`src/sd_params.svh`:
```
// ==============================
// SD host build parameters
// Clock divider and bus widths
// ==============================

`ifndef SD_PARAMS_SVH
`define SD_PARAMS_SVH

// Bus clocks per SD clock phase, 1 or more
`define SD_HALF_PERIOD 1

// Register port data width
`define SD_WORD_BITS 32

// Card DAT bus width
`define SD_DAT_BITS 4

`endif
```
`src/sd_line_pkg.sv`:
```
// ==============================
// SD host card side types
// Line values, FSM states and ops
// ==============================

`default_nettype none

`include "sd_params.svh"

package sd_line_pkg;

	typedef logic [`SD_DAT_BITS-1:0] dat_nibble_t;

	typedef logic [7:0] cmd_byte_t;

	typedef enum logic {
		DIR_IN  = 1'b0,
		DIR_OUT = 1'b1
	} pin_dir_e;

	typedef enum logic [1:0] {
		IDLE,
		SHIFT_CMD,
		READ_DAT,
		WAIT_EOT	// Hold ready until request drops
	} seq_state_e;

	// One cycle pulse from the sequencer
	typedef enum logic [1:0] {
		OP_NONE,
		OP_PIN_WRITE,
		OP_CMD_START,
		OP_DAT_START
	} line_op_e;

endpackage

`default_nettype wire

```
`src/sd_bus_pkg.sv`:
```
// ==============================
// SD host register port types
// Bus word, offset and register map
// ==============================

`default_nettype none

`include "sd_params.svh"

package sd_bus_pkg;

	typedef logic [`SD_WORD_BITS-1:0] bus_word_t;

	typedef logic [1:0] reg_addr_t;

	// Register offsets
	typedef enum logic [1:0] {
		REG_PINS     = 2'd0,	// Status read, masked pin write
		REG_CMD_BYTE = 2'd1,	// Write only
		REG_DAT_BYTE = 2'd2,	// Read only
		REG_DAT_WORD = 2'd3	// Read only
	} reg_sel_e;

endpackage

`default_nettype wire

```
`src/sd_line_if.sv`:
```
// ==============================
// SD line control bundle
// Sequencer to line datapath
// ==============================

`default_nettype none

interface sd_line_if
	import sd_bus_pkg::*, sd_line_pkg::*;
();
	line_op_e    op;
	bus_word_t   wdata;
	logic        run;
	logic [2:0]  byte_count;	// 1 or 4

	logic        sd_clk_level;
	logic        rise_strobe;
	logic        fall_strobe;
	logic        phase_done;

	logic        cmd_level;
	pin_dir_e    cmd_dir;
	dat_nibble_t dat_level;
	pin_dir_e    dat_dir;
	bus_word_t   rdata;

	modport seq (
		output op, wdata, run, byte_count,
		input sd_clk_level, phase_done, cmd_level, cmd_dir, dat_level, dat_dir, rdata
	);

	modport timer (
		input op, wdata, run, byte_count,
		output sd_clk_level, rise_strobe, fall_strobe, phase_done
	);

	modport shifter (
		input op, wdata, rise_strobe, fall_strobe, phase_done,
		output cmd_level, cmd_dir
	);

	modport collector (
		input op, wdata, fall_strobe, phase_done,
		output rdata, dat_level, dat_dir
	);

endinterface

`default_nettype wire

```
`src/sd_host.sv`:
```
// ==============================
// SD card host peripheral
// Register port to bit level card
// pins
// ==============================

`default_nettype none

module sd_host
	import sd_bus_pkg::*, sd_line_pkg::*;
(
	input  logic        i_clock,
	input  logic        i_reset,

	input  logic        i_request,
	input  logic        i_rw,
	input  reg_addr_t   i_address,
	input  bus_word_t   i_wdata,
	output bus_word_t   o_rdata,
	output logic        o_ready,

	output logic        o_sd_clk,
	output logic        o_sd_cmd_dir,
	input  logic        i_sd_cmd,
	output logic        o_sd_cmd,
	output logic        o_sd_dat_dir,
	input  dat_nibble_t i_sd_dat,
	output dat_nibble_t o_sd_dat,
	input  logic        i_sd_card
);
	sd_line_if line ();

	assign o_sd_clk = line.sd_clk_level;

	sd_sequencer u_sequencer (
		.i_clock   (i_clock),
		.i_reset   (i_reset),
		.i_request (i_request),
		.i_rw      (i_rw),
		.i_address (i_address),
		.i_wdata   (i_wdata),
		.i_sd_cmd  (i_sd_cmd),
		.i_sd_dat  (i_sd_dat),
		.i_sd_card (i_sd_card),
		.o_rdata   (o_rdata),
		.o_ready   (o_ready),
		.line      (line.seq)
	);

	sd_edge_timer u_timer (
		.i_clock (i_clock),
		.i_reset (i_reset),
		.line    (line.timer)
	);

	sd_cmd_shifter u_cmd (
		.i_clock   (i_clock),
		.i_reset   (i_reset),
		.line      (line.shifter),
		.o_cmd     (o_sd_cmd),
		.o_cmd_dir (o_sd_cmd_dir)
	);

	sd_dat_collector u_dat (
		.i_clock   (i_clock),
		.i_reset   (i_reset),
		.line      (line.collector),
		.i_dat     (i_sd_dat),
		.o_dat     (o_sd_dat),
		.o_dat_dir (o_sd_dat_dir)
	);

endmodule

`default_nettype wire

```
`src/sd_dat_collector.sv`:
```
// ==============================
// SD DAT line collector
// Manual pin control and nibble
// assembly into the read word
// ==============================

`default_nettype none

`include "sd_params.svh"

module sd_dat_collector
	import sd_bus_pkg::*, sd_line_pkg::*;
(
	input  logic         i_clock,
	input  logic         i_reset,
	sd_line_if.collector line,
	input  dat_nibble_t  i_dat,
	output dat_nibble_t  o_dat,
	output logic         o_dat_dir
);
	bus_word_t   word_q;
	dat_nibble_t dat_q;
	pin_dir_e    dir_q;
	logic [2:0]  nib_idx;
	logic        active;
	logic [4:0]  slot_lsb;

	assign o_dat          = dat_q;
	assign o_dat_dir      = dir_q;
	assign line.dat_level = dat_q;
	assign line.dat_dir   = dir_q;
	assign line.rdata     = word_q;

	// Byte index times 8, high nibble first within a byte
	assign slot_lsb = {nib_idx[2:1], ~nib_idx[0], 2'b00};

	always_ff @(posedge i_clock) begin
		if (i_reset) begin
			active  <= 1'b0;
			nib_idx <= '0;
			dat_q   <= '0;
			dir_q   <= DIR_IN;
		end else begin
			if (line.op == OP_DAT_START) begin
				active  <= 1'b1;
				nib_idx <= '0;
				dir_q   <= DIR_IN;
			end else if (line.op == OP_PIN_WRITE) begin
				dir_q <= pin_dir_e'((dir_q & ~line.wdata[10]) | line.wdata[2]);
				dat_q <= (dat_q & ~line.wdata[15:12]) | line.wdata[7:4];
			end else if (active) begin
				if (line.fall_strobe)
					nib_idx <= nib_idx + 3'd1;
				if (line.phase_done)
					active <= 1'b0;
			end
		end
	end

	// Sample at the end of each high phase
	always_ff @(posedge i_clock) begin
		if (line.op == OP_DAT_START)
			word_q <= '0;
		else if (active && line.fall_strobe)
			word_q[slot_lsb +: `SD_DAT_BITS] <= i_dat;
	end

endmodule

`default_nettype wire

```
`src/sd_cmd_shifter.sv`:
```
// ==============================
// SD CMD line driver
// Manual pin control and MSB first
// command byte output
// ==============================

`default_nettype none

module sd_cmd_shifter
	import sd_line_pkg::*;
(
	input  logic       i_clock,
	input  logic       i_reset,
	sd_line_if.shifter line,
	output logic       o_cmd,
	output logic       o_cmd_dir
);
	cmd_byte_t shift_q;
	logic      busy;
	logic      cmd_q;
	pin_dir_e  dir_q;

	assign o_cmd          = cmd_q;
	assign o_cmd_dir      = dir_q;
	assign line.cmd_level = cmd_q;
	assign line.cmd_dir   = dir_q;

	always_ff @(posedge i_clock) begin
		if (i_reset) begin
			busy  <= 1'b0;
			cmd_q <= 1'b0;
			dir_q <= DIR_IN;
		end else begin
			if (line.op == OP_CMD_START) begin
				busy  <= 1'b1;
				dir_q <= DIR_OUT;
				cmd_q <= line.wdata[7];	// First bit goes out with the first low phase
			end else if (line.op == OP_PIN_WRITE) begin
				dir_q <= pin_dir_e'((dir_q & ~line.wdata[9]) | line.wdata[1]);
				cmd_q <= (cmd_q & ~line.wdata[11]) | line.wdata[3];
			end else if (busy) begin
				if (line.fall_strobe)
					cmd_q <= shift_q[7];
				if (line.phase_done)
					busy <= 1'b0;
			end
		end
	end

	// Advance after the card samples; LSB refill keeps the last bit on the line
	always_ff @(posedge i_clock) begin
		if (line.op == OP_CMD_START)
			shift_q <= cmd_byte_t'(line.wdata[7:0]);
		else if (busy && line.rise_strobe)
			shift_q <= {shift_q[6:0], shift_q[0]};
	end

endmodule

`default_nettype wire

```
`src/sd_edge_timer.sv`:
```
// ==============================
// SD clock generator
// Phase divider, edge strobes and
// end of run pulse
// ==============================

`default_nettype none

`include "sd_params.svh"

module sd_edge_timer
	import sd_line_pkg::*;
(
	input  logic     i_clock,
	input  logic     i_reset,
	sd_line_if.timer line
);
	localparam int HALF = `SD_HALF_PERIOD;
	localparam int CW = (HALF > 1) ? $clog2(HALF) : 1;

	logic [CW-1:0] cyc;
	logic [4:0]    phase;
	logic [4:0]    last_phase;
	logic          clk_q;
	logic          done_q;
	logic          active;
	logic          phase_end;

	assign active    = line.run && !done_q;
	assign phase_end = active && (cyc == CW'(HALF - 1));

	assign line.rise_strobe  = phase_end && !clk_q;
	assign line.fall_strobe  = phase_end && clk_q;	// Includes the final fall
	assign line.sd_clk_level = clk_q;
	assign line.phase_done   = done_q;

	always_ff @(posedge i_clock) begin
		if (i_reset) begin
			clk_q      <= 1'b0;
			done_q     <= 1'b0;
			cyc        <= '0;
			phase      <= '0;
			last_phase <= '0;
		end else begin
			done_q <= 1'b0;
			if (line.op == OP_CMD_START || line.op == OP_DAT_START) begin
				// Every run starts on a low phase
				clk_q <= 1'b0;
				cyc   <= '0;
				phase <= '0;
				if (line.op == OP_CMD_START)
					last_phase <= 5'd15;
				else
					last_phase <= {line.byte_count, 2'b00} - 5'd1;
			end else if (line.op == OP_PIN_WRITE) begin
				clk_q <= (clk_q & ~line.wdata[8]) | line.wdata[0];
			end else if (active) begin
				if (phase_end) begin
					cyc   <= '0;
					clk_q <= !clk_q;
					phase <= phase + 5'd1;
					if (phase == last_phase) begin
						done_q <= 1'b1;
						phase  <= '0;
					end
				end else begin
					cyc <= cyc + 1'b1;
				end
			end
		end
	end

endmodule

`default_nettype wire

```
`src/sd_sequencer.sv`:
```
// ==============================
// SD host sequencer
// Decodes register accesses, runs
// transfers and returns ready
// ==============================

`default_nettype none

`include "sd_params.svh"

module sd_sequencer
	import sd_bus_pkg::*, sd_line_pkg::*;
(
	input  logic        i_clock,
	input  logic        i_reset,
	input  logic        i_request,
	input  logic        i_rw,
	input  reg_addr_t   i_address,
	input  bus_word_t   i_wdata,
	input  logic        i_sd_cmd,
	input  dat_nibble_t i_sd_dat,
	input  logic        i_sd_card,
	output bus_word_t   o_rdata,
	output logic        o_ready,
	sd_line_if.seq      line
);
	seq_state_e  state;
	reg_sel_e    sel;
	logic        run_q;
	logic        cmd_seen;
	dat_nibble_t dat_seen;
	bus_word_t   status;

	assign sel = reg_sel_e'(i_address);

	assign line.wdata      = i_wdata;
	assign line.run        = run_q;
	assign line.byte_count = (sel == REG_DAT_WORD) ? 3'd4 : 3'd1;

	// Pins read back the card when not driven
	assign cmd_seen = (line.cmd_dir == DIR_IN) ? i_sd_cmd : line.cmd_level;
	assign dat_seen = (line.dat_dir == DIR_IN) ? i_sd_dat : line.dat_level;

	assign status = {
		{(`SD_WORD_BITS - 9){1'b0}},
		i_sd_card,
		dat_seen,
		cmd_seen,
		line.dat_dir,
		line.cmd_dir,
		line.sd_clk_level
	};

	// Op is decoded only while idle
	always_comb begin
		line.op = OP_NONE;
		if (state == IDLE && i_request) begin
			if (i_rw && sel == REG_PINS)
				line.op = OP_PIN_WRITE;
			else if (i_rw && sel == REG_CMD_BYTE)
				line.op = OP_CMD_START;
			else if (!i_rw && (sel == REG_DAT_BYTE || sel == REG_DAT_WORD))
				line.op = OP_DAT_START;
		end
	end

	always_ff @(posedge i_clock) begin
		if (i_reset) begin
			state   <= IDLE;
			run_q   <= 1'b0;
			o_ready <= 1'b0;
			o_rdata <= '0;
		end else begin
			case (state)
				IDLE: begin
					o_ready <= 1'b0;
					if (i_request) begin
						case (line.op)
							OP_CMD_START: begin
								run_q <= 1'b1;
								state <= SHIFT_CMD;
							end
							OP_DAT_START: begin
								run_q <= 1'b1;
								state <= READ_DAT;
							end
							default: begin
								// Pin access or invalid, answered at once
								if (!i_rw && sel == REG_PINS)
									o_rdata <= status;
								o_ready <= 1'b1;
								state   <= WAIT_EOT;
							end
						endcase
					end
				end

				SHIFT_CMD: begin
					if (line.phase_done) begin
						run_q   <= 1'b0;
						o_ready <= 1'b1;
						state   <= WAIT_EOT;
					end
				end

				READ_DAT: begin
					if (line.phase_done) begin
						run_q   <= 1'b0;
						o_rdata <= line.rdata;	// Last nibble landed last cycle
						o_ready <= 1'b1;
						state   <= WAIT_EOT;
					end
				end

				WAIT_EOT: begin
					o_ready <= i_request;
					if (!i_request)
						state <= IDLE;
				end

				default: begin
					run_q <= 1'b0;
					state <= IDLE;
				end
			endcase
		end
	end

endmodule

`default_nettype wire

```
`config.mk`:
```
export PLATFORM = sky130hd
export DESIGN_NAME = sd_host
export DESIGN_NICKNAME = d
export VERILOG_FILES = /design/src/sd_line_pkg.sv /design/src/sd_bus_pkg.sv /design/src/sd_line_if.sv /design/src/sd_host.sv /design/src/sd_dat_collector.sv /design/src/sd_cmd_shifter.sv /design/src/sd_edge_timer.sv /design/src/sd_sequencer.sv
export VERILOG_INCLUDE_DIRS = /design/src /design/src/src
export SDC_FILE = /design/constraint.sdc
export NUM_CORES = 1
export LEC_CHECK = 0
export BUFFER_PORTS_ARGS = -buffer_cell sky130_fd_sc_hd__buf_2
export CORE_MARGIN = 2
export CORE_UTILIZATION = 50
export CTS_BUF_LIST = sky130_fd_sc_hd__clkbuf_16
export DETAILED_ROUTE_END_ITERATION = 6
export GPL_ROUTABILITY_DRIVEN = 0
export MAX_ROUTING_LAYER = met4
export PLACE_DENSITY_LB_ADDON = 0.05
export SYNTH_ARGS = -nofsm -noshare
export SYNTH_HDL_FRONTEND = slang
export SYNTH_SLANG_ARGS = --single-unit
```
`constraint.sdc`:
```
create_clock -name i_clock -period 1.8 [get_ports i_clock]
set_input_delay 0.36 -clock i_clock [delete_from_list [all_inputs] [get_ports i_clock]]
set_output_delay 0.36 -clock i_clock [all_outputs]
set_load 0.03 [all_outputs]
```
==> results.py <==
metrics = {
    "timing": {
        "finClkSkew_ns": 0.00665,
        "post-route-min-period_ns": 1.77,
        "max_slew_margin": 0.679,
        "fin_crit_sh": 0.981,
        "final-setup-viol-count": 0,
        "finalWorstSetupSlack_ns": 0.0341,
        "timing_hold_violations_final": 0,
        "finalSetupTns_ns": 0,
        "timing.fmax_mhz": 566,
        "timing_worst_slew_pin_value_ns": 0.480,
        "grt_setup_unrepaired": "yes",
        "fin_worst_hold_slack_ns": 0.290,
        "final_max_slew_viol_count": 0,
    },
    "job": {
        "timing.max_cap.violations": 0,
    },
    "clock_network": {
        "root_buffer_master": "sky130_fd_sc_hd__clkbuf_16",
        "max-clock-path-buffers": 2,
        "ctsHtreeMaxLevel": 3,
        "clock_sink_count": 98,
        "clkSlewWorstSetupHoldPaths_ns": 0.07,
        "insertion_delay_ns": 0.34,
        "tritoncts": "built",
        "post_cts_hold_buffer_count": 0,
        "cts_bufs_inserted": 9,
    },
    "yosys": {
        "netlist.area_leader.share": 0.396,
        "ys_top_cells_by_count": "sky130_fd_sc_hd__dfxtp_1 (90), sky130_fd_sc_hd__nand2_1 (52), sky130_fd_sc_hd__nor2_1 (50)",
        "synth-edff-count": 8,
        "netlist-cell-type-count": 51,
        "ys_dominant_reg_cell": "sky130_fd_sc_hd__dfxtp_1",
        "synth_most_common_cell": "sky130_fd_sc_hd__dfxtp_1",
        "syn-num-nets": 537,
        "seq_area_frac_synth": 0.449,
        "yosys.area.top_type": "sky130_fd_sc_hd__dfxtp_1",
        "syn-cell-area_um2": 4550,
        "postSynthRegisterBits": 98,
        "ys.warnings.count": 0,
        "ys_async_sr_fraction": 0,
        "synthCells": 482,
        "post_synth_main_area_contributors": "sky130_fd_sc_hd__dfxtp_1 (40%), sky130_fd_sc_hd__mux2i_1 (9.9%), sky130_fd_sc_hd__edfxtp_1 (5.3%), sky130_fd_sc_hd__nand2_1 (4.3%), sky130_fd_sc_hd__nor2_1 (4.1%)",
        "syn_avg_cell_area_um2": 9.43,
    },
    "layout": {
        "layout-drive-gt1-share": 0.293,
        "num-fill-cells": 748,
        "multi_input_comb_area_um2": 2370,
        "n_antenna_cell": 0,
        "regArea_um2": 2050,
        "final_design_area_no_fill_um2": 5640,
        "finalCoreUtilization": 0.643,
        "final_cells": 681,
        "finish.net_count": 623,
        "area_growth_pct": 24.0,
    },
    "route": {
        "total_number_of_vias": 3615,
        "drt-total-wl_um": 10500,
        "drc_errors": 0,
        "wl_per_cell_um": 15.4,
        "dr.pass1.iters": 4,
        "violation_count_after_the_first_detailed_routing_iteration": 128,
        "viasPerCell": 5.31,
        "ant_nets": 0,
    },
    "place": {
        "place_inst": 661,
        "numPortBuffers": 68,
        "dpl_worst_slack_ns": -0.0556,
        "dp_hpwl_um": 7520,
        "placed_area_um2": 5240,
    },
    "global_route": {
        "global_route_wire_length_before_repair_um": 17500,
        "antenna_violations_before_repair": 0,
        "first_global_vias": 3581,
        "total_congestion_overflow": 0,
        "grt_start_max_net_pins": 38,
        "gr-usage-all-layers": 0.227,
    },
    "setup_path": {
        "cpMaxStageDelayCell": "sky130_fd_sc_hd__dfxtp_4",
        "worst_setup_path_start_kind": "register",
        "critical_path_peak_fanout": 8,
        "endpoint_kind": "register",
        "path_class": "register to register",
        "worst_path_largest_cell_delay_ns": 0.36,
        "cp_cell_sequence": "inv_4 -> ha_4 -> ha_4 -> nand2_4 -> nor4_4 -> buf_6 -> mux2i_2 -> nor2_1",
        "worst-endpoint-required_ns": 2.03,
        "critical-path-top-cell-by-count": "sky130_fd_sc_hd__ha_4",
        "cp.arrival_ns": 2.00,
    },
    "floorplanning": {
        "die-width_um": 99.3,
        "initial_core_util": 0.519,
        "die_h_um": 99.3,
        "number_of_placement_rows": 34,
        "design.core.area_um2": 8760,
        "pin_count": 85,
        "design.die.area_um2": 9870,
    },
    "power": {
        "report.power.total_mw": 6.80,
        "power.density_cell_area_nw_per_um2": 1210,
        "power_leakage_nw": 2.23,
        "power.ir.vdd_worst_mv": 0.672,
    },
    "hold_path": {
        "worstHoldPathType": "input port to register",
    },
    "status": {
        "run_status": "finished clean",
    },
}
==> registers in the layout, summed over array words and instances, names as in the netlist, 2 cells and up <==
signal	count
u_dat.line.rdata	32
u_sequencer.o_rdata	32
u_cmd.shift_q	8
u_timer.phase	5
u_dat.line.dat_level	4
u_dat.nib_idx	3
u_sequencer.state	2
u_timer.last_phase	2
==> cell type report <==
class	count	share of cell area
clock buffer	10	0.0444
clock inverter	6	0.00932
inverter	14	0.0102
sequential	98	0.364
multi-input combinational	337	0.421
timing repair buffer	108	0.128
tap	108	0.0240
==> layout by cell type, fill, tap and decap left out, types with 3 or more instances in the layout <==
master	n
sky130_fd_sc_hd__inv_1	12
sky130_fd_sc_hd__o21ai_0	11
sky130_fd_sc_hd__nand2_1	49
sky130_fd_sc_hd__a22oi_1	6
sky130_fd_sc_hd__nand2b_1	4
sky130_fd_sc_hd__a21oi_1	36
sky130_fd_sc_hd__mux2_2	8
sky130_fd_sc_hd__buf_2	68
sky130_fd_sc_hd__nor4_4	7
sky130_fd_sc_hd__nor2_1	50
sky130_fd_sc_hd__nand3_1	35
sky130_fd_sc_hd__mux2i_1	43
sky130_fd_sc_hd__ha_1	8
sky130_fd_sc_hd__a211oi_1	10
sky130_fd_sc_hd__buf_4	33
sky130_fd_sc_hd__and2_1	8
sky130_fd_sc_hd__nor3_1	5
sky130_fd_sc_hd__xnor2_1	6
sky130_fd_sc_hd__edfxtp_1	8
sky130_fd_sc_hd__buf_12	6
sky130_fd_sc_hd__and3_1	5
sky130_fd_sc_hd__ha_4	3
sky130_fd_sc_hd__dfxtp_1	86
sky130_fd_sc_hd__clkbuf_16	10
==> routing by layer <==
metal / vias to the layer above / GRT usage / wire [um]
li1: 1862 / - / -
met1: 1666 / 0.321 / 5300
met2: 75 / 0.336 / 4640
met3: 12 / 0.0316 / 409
met4: 0 / 0.0738 / 110
met5: - / - / 0
==> logic make-up after synthesis <==
kind of cell	share of synthesized area
simple gates	0.224
flops	0.449
compound gates	0.118
mux	0.119
buf+inv	0.0490
fa+ha+maj	0.0303
xor+xnor	0.0116
==> timing repair <==
item,4_1_cts,5_1_grt
pin swaps,1,5
gates resized for setup,2,14
setup buffers,0,4
setup endpoints to repair,5,66
==> worst max-delay path, delay by kind of cell, from the launching register on <==
kind	cells	cell delay [ns]
adder cells (fa/ha/maj)	2	0.46
AND/OR/NAND/NOR	3	0.42
multiplexers	1	0.20
flip-flops	1	0.36
buffers and inverters	2	0.21
==> power by group <==
part / switching [mW] / total [mW] / internal, mW
Clock: 0.882 / 1.93 / 1.05
Sequential: 0.0927 / 2.45 / 2.36
Combinational: 1.51 / 2.42 / 0.908
Total: 2.49 / 6.80 / 4.31
==> worst paths after layout <==
| check | startpoint | endpoint | slack, ns | cells past startpoint |
|---|---|---|---|---|
| worst max-delay path | u_dat.nib_idx[1]$_SDFFE_PP0P_ | u_dat.line.rdata[9]$_SDFFE_PP0P_ | 0.03 | 8 |
| worst min-delay path | i_wdata[6] | u_dat.line.dat_level[2]$_SDFFE_PP0P_ | 0.29 | 3 |
| worst max register to register | u_dat.nib_idx[1]$_SDFFE_PP0P_ | u_dat.line.rdata[9]$_SDFFE_PP0P_ | 0.03 | 8 |
| worst min register to register | u_timer.cyc$_SDFFE_PP0P_ | u_timer.cyc$_SDFFE_PP0P_ | 0.44 | 2 |
No activity file was read; power rests on OpenSTA's default activity.
